==> config.mk <==
export PLATFORM = sky130hd
export DESIGN_NAME = battleship_top
export DESIGN_NICKNAME = d
export VERILOG_FILES = /design/src/battleship_pkg.sv /design/src/battleship_top.sv /design/src/display_driver.sv /design/src/fleet_board.sv /design/src/game_fsm.sv
export SDC_FILE = /design/constraint.sdc
export NUM_CORES = 1
export LEC_CHECK = 0
export BUFFER_PORTS_ARGS = -buffer_cell sky130_fd_sc_hd__buf_4
export CAP_MARGIN = 25
export CORE_MARGIN = 2
export CORE_UTILIZATION = 31
export CTS_BUF_LIST = sky130_fd_sc_hd__clkbuf_4 sky130_fd_sc_hd__clkbuf_8
export DETAILED_ROUTE_END_ITERATION = 16
export GPL_TIMING_DRIVEN = 0
export PLACE_DENSITY_LB_ADDON = 0.12
export SYNTH_ARGS = -nofsm -noshare
export SYNTH_HDL_FRONTEND = slang
export SYNTH_HIERARCHICAL = 1
export SYNTH_SLANG_ARGS = --single-unit
==> constraint.sdc <==
create_clock -name clk -period 7.25 [get_ports clk]
set_input_delay 1.0875 -clock clk [delete_from_list [all_inputs] [get_ports clk]]
set_output_delay 1.0875 -clock clk [all_outputs]
set_load 0.1 [all_outputs]
==> src/battleship_pkg.sv <==
`default_nettype none

package battleship_pkg;

  // Board square, X in the upper bits and Y in the lower bits
  typedef logic [3:0] coord_t;

  localparam int FLEET_SIZE = 4;              // Ships per player

  typedef logic [2:0] count_t;                // Placed or sunk ships, 0 to FLEET_SIZE

  localparam coord_t EMPTY_SQUARE = 4'b1111;  // Marker only, slots are qualified by count

  // Screen hold times in clock cycles
  localparam int ERROR_HOLD    = 50;
  localparam int SCORE_HOLD    = 50;
  localparam int WIN_SWEEP_LEN = 14;          // Last step of the winner animation

  typedef enum logic [3:0] {
    IDLE        = 4'd0,
    PLACE_A     = 4'd1,
    PLACE_B     = 4'd2,
    ERROR_A     = 4'd3,
    ERROR_B     = 4'd4,
    SCORE       = 4'd5,
    SHOOT_A     = 4'd6,
    SHOOT_B     = 4'd7,
    SCORE_FIRST = 4'd8,
    WINNER      = 4'd9
  } game_state_t;

  // Active-high segments, gfedcba in bits 6:0
  typedef logic [7:0] seg_t;

  localparam seg_t SEG_0    = 8'b0011_1111;
  localparam seg_t SEG_1    = 8'b0000_0110;
  localparam seg_t SEG_2    = 8'b0101_1011;
  localparam seg_t SEG_3    = 8'b0100_1111;
  localparam seg_t SEG_4    = 8'b0110_0110;

  localparam seg_t SEG_I    = 8'b0000_0110;
  localparam seg_t SEG_D    = 8'b0101_1110;   // Lower case d
  localparam seg_t SEG_L    = 8'b0011_1000;
  localparam seg_t SEG_E    = 8'b0111_1001;
  localparam seg_t SEG_A    = 8'b0111_0111;
  localparam seg_t SEG_B    = 8'b0111_1100;   // Lower case b
  localparam seg_t SEG_R    = 8'b0101_0000;   // Lower case r
  localparam seg_t SEG_O    = 8'b0101_1100;   // Lower case o
  localparam seg_t SEG_DASH = 8'b0100_0000;
  localparam seg_t SEG_OFF  = 8'b0000_0000;

  // LED patterns
  localparam logic [7:0] LED_IDLE = 8'b1001_1001;  // LEDs 7, 4, 3 and 0
  localparam logic [7:0] LED_ALL  = 8'b1111_1111;

endpackage

`default_nettype wire

==> src/battleship_top.sv <==
`timescale 1ns/10ps
`default_nettype none

module battleship_top import battleship_pkg::*; (
  input  logic       clk,
  input  logic       rst,
  input  logic       start,
  input  logic       pa_btn,
  input  logic       pb_btn,
  input  logic [1:0] x,
  input  logic [1:0] y,
  output seg_t       disp0,
  output seg_t       disp1,
  output seg_t       disp2,
  output seg_t       disp3,
  output logic [7:0] led
);

  coord_t      square;
  logic        place_a;
  logic        place_b;
  logic        fire_a;
  logic        fire_b;
  logic        occupied_a;
  logic        occupied_b;
  logic        hit_a;
  logic        hit_b;
  logic        full_a;
  logic        full_b;
  logic        sunk_all_a;
  logic        sunk_all_b;
  count_t      placed_a;
  count_t      placed_b;
  count_t      sunk_a;         // Score of player B
  count_t      sunk_b;         // Score of player A
  game_state_t state;
  logic        hit_flag;
  logic [3:0]  sweep_step;

  assign square = {x, y};

  // Fleet A is fired at by player B
  fleet_board fleet_a (
    .clk          (clk),
    .rst          (rst),
    .place        (place_a),
    .fire         (fire_b),
    .square       (square),
    .occupied     (occupied_a),
    .hit          (hit_a),
    .fleet_full   (full_a),
    .all_sunk     (sunk_all_a),
    .placed_count (placed_a),
    .sunk_count   (sunk_a)
  );

  fleet_board fleet_b (
    .clk          (clk),
    .rst          (rst),
    .place        (place_b),
    .fire         (fire_a),
    .square       (square),
    .occupied     (occupied_b),
    .hit          (hit_b),
    .fleet_full   (full_b),
    .all_sunk     (sunk_all_b),
    .placed_count (placed_b),
    .sunk_count   (sunk_b)
  );

  game_fsm u_fsm (
    .clk        (clk),
    .rst        (rst),
    .start      (start),
    .pa_btn     (pa_btn),
    .pb_btn     (pb_btn),
    .occupied_a (occupied_a),
    .occupied_b (occupied_b),
    .hit_a      (hit_a),
    .hit_b      (hit_b),
    .full_a     (full_a),
    .full_b     (full_b),
    .sunk_all_a (sunk_all_a),
    .sunk_all_b (sunk_all_b),
    .place_a    (place_a),
    .place_b    (place_b),
    .fire_a     (fire_a),
    .fire_b     (fire_b),
    .state      (state),
    .hit_flag   (hit_flag),
    .sweep_step (sweep_step)
  );

  display_driver u_disp (
    .state      (state),
    .square     (square),
    .count_a    (placed_a),
    .count_b    (placed_b),
    .score_a    (sunk_b),
    .score_b    (sunk_a),
    .hit_flag   (hit_flag),
    .sweep_step (sweep_step),
    .disp0      (disp0),
    .disp1      (disp1),
    .disp2      (disp2),
    .disp3      (disp3),
    .led        (led)
  );

endmodule

`default_nettype wire

==> src/display_driver.sv <==
`timescale 1ns/10ps
`default_nettype none

module display_driver import battleship_pkg::*; (
  input  game_state_t state,
  input  coord_t      square,
  input  count_t      count_a,     // Ships placed by A
  input  count_t      count_b,     // Ships placed by B
  input  count_t      score_a,
  input  count_t      score_b,
  input  logic        hit_flag,
  input  logic [3:0]  sweep_step,
  output seg_t        disp0,
  output seg_t        disp1,
  output seg_t        disp2,
  output seg_t        disp3,       // Leftmost digit
  output logic [7:0]  led
);

  // Digits 0 to 4 cover both coordinates and scores
  function automatic seg_t digit_seg(input count_t value);
    case (value)
      3'd0:    return SEG_0;
      3'd1:    return SEG_1;
      3'd2:    return SEG_2;
      3'd3:    return SEG_3;
      3'd4:    return SEG_4;
      default: return SEG_DASH;
    endcase
  endfunction

  always_comb begin
    disp0 = SEG_OFF;
    disp1 = SEG_OFF;
    disp2 = SEG_OFF;
    disp3 = SEG_OFF;
    led   = 8'h00;

    case (state)
      IDLE: begin
        disp3 = SEG_I;
        disp2 = SEG_D;
        disp1 = SEG_L;
        disp0 = SEG_E;
        led   = LED_IDLE;
      end

      PLACE_A, PLACE_B, SHOOT_A, SHOOT_B: begin
        disp3 = (state == PLACE_A || state == SHOOT_A) ? SEG_A : SEG_B;
        disp1 = digit_seg(count_t'(square[3:2]));   // X
        disp0 = digit_seg(count_t'(square[1:0]));   // Y
        if (state == PLACE_A || state == SHOOT_A) begin
          led[7] = 1'b1;
        end else begin
          led[0] = 1'b1;
        end
        if (state == PLACE_A) begin
          led[5:4] = count_a[1:0];
        end else if (state == PLACE_B) begin
          led[3:2] = count_b[1:0];
        end else begin
          led[5:4] = score_a[1:0];                  // Running scores while shooting
          led[3:2] = score_b[1:0];
        end
      end

      ERROR_A, ERROR_B: begin
        disp3 = SEG_E;
        disp2 = SEG_R;
        disp1 = SEG_R;
        disp0 = SEG_O;
        led   = LED_IDLE;
      end

      SCORE_FIRST, SCORE, WINNER: begin
        disp2 = digit_seg(score_a);
        disp1 = SEG_DASH;
        disp0 = digit_seg(score_b);
        if (state == SCORE_FIRST) begin
          led = LED_IDLE;
        end else if (state == SCORE) begin
          led = hit_flag ? LED_ALL : 8'h00;         // Flash on a hit
        end else begin
          if (score_a == count_t'(FLEET_SIZE)) begin
            disp3 = SEG_A;
          end else if (score_b == count_t'(FLEET_SIZE)) begin
            disp3 = SEG_B;
          end
          // Pair of LEDs walks right, two cycles per position
          if (sweep_step < WIN_SWEEP_LEN) begin
            led = 8'b1100_0000 >> sweep_step[3:1];
          end
        end
      end

      default: led = 8'h00;
    endcase
  end

endmodule

`default_nettype wire

==> src/fleet_board.sv <==
`timescale 1ns/10ps
`default_nettype none

module fleet_board import battleship_pkg::*; (
  input  logic   clk,
  input  logic   rst,
  input  logic   place,         // Store square in the next free slot
  input  logic   fire,          // Opponent shot at square
  input  coord_t square,
  output logic   occupied,      // Square holds a placed ship
  output logic   hit,           // Square holds a placed, unsunk ship
  output logic   fleet_full,
  output logic   all_sunk,
  output count_t placed_count,
  output count_t sunk_count
);

  coord_t                ship [FLEET_SIZE];  // Ship squares in placement order
  logic [FLEET_SIZE-1:0] sunk;
  logic [FLEET_SIZE-1:0] match;              // Placed ships on the current square

  // A slot only counts once it has been written
  always_comb begin
    for (int i = 0; i < FLEET_SIZE; i++) begin
      match[i] = (ship[i] == square) && (count_t'(i) < placed_count);
    end
  end

  assign occupied   = |match;
  assign hit        = |(match & ~sunk);
  assign fleet_full = (placed_count == count_t'(FLEET_SIZE));
  assign all_sunk   = (sunk_count == count_t'(FLEET_SIZE));

  always_comb begin
    sunk_count = '0;
    for (int i = 0; i < FLEET_SIZE; i++) begin
      sunk_count = sunk_count + count_t'(sunk[i]);  // Population count
    end
  end

  always_ff @(posedge clk or posedge rst) begin
    if (rst) begin
      placed_count <= '0;
      sunk         <= '0;
      for (int i = 0; i < FLEET_SIZE; i++) begin
        ship[i] <= EMPTY_SQUARE;
      end
    end else begin
      if (place) begin
        for (int i = 0; i < FLEET_SIZE; i++) begin
          if (placed_count == count_t'(i)) begin
            ship[i] <= square;                      // Next free slot
          end
        end
        placed_count <= placed_count + 1'b1;
      end
      if (fire) begin
        sunk <= sunk | match;                       // Every ship on the square goes down
      end
    end
  end

  // The FSM must stop placing once all four ships are down on the board
  a_no_place_when_full: assert property (
    @(posedge clk) disable iff (rst)
    place |-> !fleet_full
  ) else $error("place pulse with a full fleet");

  // Placement and shooting phases never overlap
  a_place_fire_exclusive: assert property (
    @(posedge clk) disable iff (rst)
    !(place && fire)
  ) else $error("place and fire in the same cycle");

endmodule

`default_nettype wire

==> src/game_fsm.sv <==
`timescale 1ns/10ps
`default_nettype none

module game_fsm import battleship_pkg::*; (
  input  logic        clk,
  input  logic        rst,
  input  logic        start,
  input  logic        pa_btn,
  input  logic        pb_btn,
  input  logic        occupied_a,
  input  logic        occupied_b,
  input  logic        hit_a,        // Shot would hit a ship of player A
  input  logic        hit_b,        // Shot would hit a ship of player B
  input  logic        full_a,
  input  logic        full_b,
  input  logic        sunk_all_a,
  input  logic        sunk_all_b,
  output logic        place_a,
  output logic        place_b,
  output logic        fire_a,       // Player A shoots at fleet B
  output logic        fire_b,       // Player B shoots at fleet A
  output game_state_t state,
  output logic        hit_flag,     // Last shot was a hit
  output logic [3:0]  sweep_step    // Winner animation step
);

  logic                                         turn;      // Low when A shoots next
  // Shared by error and score holds
  logic [$clog2((ERROR_HOLD > SCORE_HOLD ? ERROR_HOLD : SCORE_HOLD) + 1)-1:0] hold_cnt;
  logic                                         overlap_a;
  logic                                         overlap_b;

  // Player B may not reuse any square already taken by either fleet
  assign overlap_a = occupied_a;
  assign overlap_b = occupied_a || occupied_b;

  assign place_a = (state == PLACE_A) && pa_btn && !overlap_a && !full_a;
  assign place_b = (state == PLACE_B) && pb_btn && !overlap_b && !full_b;
  assign fire_a  = (state == SHOOT_A) && pa_btn;
  assign fire_b  = (state == SHOOT_B) && pb_btn;

  always_ff @(posedge clk or posedge rst) begin
    if (rst) begin
      state      <= IDLE;
      turn       <= 1'b0;
      hit_flag   <= 1'b0;
      hold_cnt   <= '0;
      sweep_step <= 4'd0;
    end else begin
      case (state)
        IDLE: begin
          if (start) begin
            state <= PLACE_A;
          end
        end

        PLACE_A: begin
          if (full_a) begin
            state <= PLACE_B;                 // Fourth ship is down
          end else if (pa_btn && overlap_a) begin
            state <= ERROR_A;
          end
        end

        PLACE_B: begin
          if (full_b) begin
            state <= SCORE_FIRST;
          end else if (pb_btn && overlap_b) begin
            state <= ERROR_B;
          end
        end

        ERROR_A, ERROR_B: begin
          if (hold_cnt < ERROR_HOLD) begin
            hold_cnt <= hold_cnt + 1'b1;
          end else begin
            hold_cnt <= '0;
            state    <= (state == ERROR_A) ? PLACE_A : PLACE_B;  // Same player retries
          end
        end

        SCORE_FIRST: begin
          if (hold_cnt < SCORE_HOLD) begin
            hold_cnt <= hold_cnt + 1'b1;
          end else begin
            hold_cnt <= '0;
            state    <= SHOOT_A;
          end
        end

        SCORE: begin
          if (sunk_all_a || sunk_all_b) begin
            state <= WINNER;                  // Game over skips the hold
          end else if (hold_cnt < SCORE_HOLD) begin
            hold_cnt <= hold_cnt + 1'b1;
          end else begin
            hold_cnt <= '0;
            state    <= turn ? SHOOT_B : SHOOT_A;
          end
        end

        SHOOT_A: begin
          if (fire_a) begin
            hit_flag <= hit_b;
            turn     <= ~turn;
            state    <= SCORE;
          end
        end

        SHOOT_B: begin
          if (fire_b) begin
            hit_flag <= hit_a;
            turn     <= ~turn;
            state    <= SCORE;
          end
        end

        WINNER: begin
          // Only reset leaves this state
          if (sweep_step == WIN_SWEEP_LEN) begin
            sweep_step <= 4'd0;
          end else begin
            sweep_step <= sweep_step + 1'b1;
          end
        end

        default: state <= IDLE;
      endcase
    end
  end

  a_state_legal: assert property (
    @(posedge clk) disable iff (rst)
    state inside {IDLE, PLACE_A, PLACE_B, ERROR_A, ERROR_B,
                  SCORE, SHOOT_A, SHOOT_B, SCORE_FIRST, WINNER}
  ) else $error("illegal game state %0d", state);

endmodule

`default_nettype wire

==> results.py <==
metrics = {
    "setup_path": {
        "r2r_slack_ns": 3.80,
        "worstPathRequired_ns": 6.16,
        "cp-end-kind": "output port",
        "rr_startpoint": "fleet_b/sunk[0]",
        "crit_path_start_kind": "flop",
        "critPathKind": "reg2out",
        "timing.rr.end": "u_fsm/state[2]",
        "cp_max_fo": 7,
        "ff2ff_path_depth": 11,
        "cp_data_arrival_time_ns": 3.22,
    },
    "global_routing": {
        "grt_pass1_wl_um": 18600,
        "grt_max_degree": 24,
        "grt_use_total_pct": 14.9,
        "grt_pass1_vias": 3454,
        "antenna_found_initial": 0,
        "overflow": 0,
    },
    "status": {
        "status": "finished clean",
    },
    "synth": {
        "ys.flop_type": "dfstp_2",
        "synth-edff-count": 0,
        "avgSynthCellArea_um2": 9.33,
        "syn_inst": 487,
        "synth_seq_cells": 62,
        "synth_area_um2": 4540,
        "ys_types": 70,
        "async_flop_share_pct": 100,
        "yosysSeqAreaShare_pct": 35.0,
        "synth_warnings": 6,
    },
    "cells_and_area": {
        "drive_gt1_share_pct": 30.7,
        "fin_nets": 569,
        "area_delta_synth_final_pct": 16.6,
        "n_antenna_cell": 0,
    },
    "floorplan": {
        "die_height_um": 125,
        "ioPinCount": 49,
        "rows": 44,
        "start_util_pct": 31.5,
        "dieArea_um2": 15600,
        "die_x_um": 125,
        "placeableCoreArea_um2": 14400,
    },
    "timing": {
        "max_freq_ghz": 0.232,
        "slew_headroom_pct": 40.1,
        "fin_crit_ns": 4.31,
        "drv_slew": 0,
        "setup_viol": 0,
        "rsz0062_at_grt": "false",
        "tightest_slew_ns": 0.898,
        "clock_skew_ns": 0.00770,
        "finalHoldViolCount": 0,
        "tns_ns": 0,
        "finalCritPeriodShare_pct": 59.4,
    },
    "detailed_routing": {
        "vias": 3684,
        "drtAntennaViolNets": 0,
        "wl_per_cell_um": 15.6,
        "drt_iter0_markers": 163,
        "dr.pass1.iters": 4,
        "routed_wl_um": 11400,
        "remaining_drc_errors": 0,
        "via_per_inst": 5.02,
    },
    "cts": {
        "postCtsSetupBuffers": 0,
        "clk_pin_slew_worst_paths_ns": 0.07,
        "htreeDepth": 3,
        "cts_buffer_depth": 2,
        "tritoncts": "built",
        "cts-root-buf": "clkbuf_8",
        "cts_resized": 0,
        "cts_buffers": 9,
        "cts_hold_buf": 0,
        "cts_num_sinks": 62,
        "clk_latency_ns": 0.36,
    },
    "place": {
        "port_buffers": 44,
        "place.gp.congestion": 0.804,
        "dp.final_hpwl_um": 8660,
    },
    "hold_path": {
        "min_to": "u_fsm/turn",
        "hold_path_depth": 1,
        "hp-class": "reg2reg",
        "min_from": "u_fsm/turn",
    },
    "flow_run": {
        "drv_cap": 0,
    },
}
-- state kept, by name, summed over array words and instances (netlist names) --
signal	count
u_fsm/turn	1
u_fsm/hit_flag	1
u_fsm/state	4
fleet_a/ship	16
fleet_a/sunk	4
fleet_a/placed_count	3
u_fsm/sweep_step	4
fleet_b/placed_count	3
u_fsm/hold_cnt	6
fleet_b/sunk	4
fleet_b/ship	16
-- cells by family (layout without fill, tap and decap cells) --
| logic type | count (synthesis) | count (layout) | synth area share, % |
|---|---|---|---|
| multiplexers | 41 | 41 | 10.5 |
| buffers and inverters | 68 | 128 | 7.99 |
| XOR/XNOR | 32 | 32 | 6.17 |
| adder cells (fa/ha/maj) | 15 | 15 | 4.46 |
| AND/OR/NAND/NOR | 155 | 155 | 18.4 |
| flip-flops | 62 | 62 | 35.0 |
| other | 1 | 4 | 0.0825 |
| AO/OA/AOI/OAI | 113 | 113 | 17.4 |
-- cells in the mapped netlist (all sizes together) (8+ instances only) --
library cell	n	area share, %
o21ai	37	4.1
a21oi	25	2.8
dfrtp	30	17
xor2	25	4.8
ha	13	3.6
nor3	15	1.7
nor3b	8	1.3
buf	29	4.7
nor2b	8	1.2
nand3	16	1.8
inv	35	2.9
dfstp	32	19
nor2	24	2.0
nand4	8	1.1
mux2	35	9.2
nand2	38	3.1
nand2b	11	1.7
-- placed cells by master (no fill, tap or decap), types with 10 or more instances in the layout --
cell type / count
mux2_2: 26
inv_1: 33
nor3_1: 15
xor2_1: 25
buf_4: 54
nand2b_1: 10
a21oi_1: 25
dfstp_2: 32
dfrtp_1: 30
buf_2: 12
clkbuf_8: 11
nand2_1: 38
o21ai_0: 27
nand3_1: 16
ha_1: 13
o21ai_1: 10
nor2_1: 24
-- stage by stage --
step	cell area [um2]	util, %	hold slack (ns)	setup slack, ns	cells
after floorplan	4550	-	0.444	2.17	490
after global placement	5110	35.5	0.467	3.32	718
after detailed placement	5110	35.5	0.475	3.33	718
after CTS	5300	36.7	0.486	2.91	734
after global routing	5300	36.7	0.509	2.70	734
final	5300	36.7	0.481	2.94	734
-- worst max-delay path, stage by stage, from the launching register on --
cell and delay, ns:
dfrtp_1 0.32, inv_1 0.07, fa_1 0.53, inv_1 0.04, ha_1 0.17, ha_1 0.38
nor3b_1 0.44, o21ai_0 0.20, a21oi_1 0.16, nand2b_1 0.16, buf_4 0.12, buf_4 0.28
-- per-layer routing --
metal | share of wire [%] | vias up | global-route usage (%)
met5 | 0 | - | 0
met4 | 1.8 | 0 | 5.56
met3 | 3.8 | 13 | 3.64
met2 | 45 | 69 | 23.1
met1 | 49 | 1780 | 20.2
li1 | - | 1822 | -
-- area by class of cell --
cell class | instances | area, um2
buffer | 33 | 229
clock buffer | 14 | 174
clock inverter | 2 | 10.0
fill | 1481 | 9130
inverter | 35 | 134
multi-input combinational | 360 | 2600
sequential | 62 | 1590
tap | 184 | 230
timing repair buffer | 44 | 330
-- worst max-delay path by stage --
stage / startpoint / end / slack, ns / cells after the start
3_3_place_gp: fleet_b/sunk[0] / disp3[5] / 3.32 / 11
3_5_place_dp: fleet_b/sunk[0] / disp3[5] / 3.33 / 11
4_1_cts: fleet_b/sunk[0] / disp3[5] / 2.91 / 11
2_1_floorplan: fleet_b/sunk[0] / disp3[2] / 2.17 / 8
5_1_grt: fleet_b/sunk[0] / disp3[5] / 2.70 / 11
6_report: fleet_b/sunk[0] / disp3[5] / 2.94 / 11
Power is left out: the tool's default activity adds up to more than one toggle a clock period on the data nets, which glitch-free logic cannot reach.
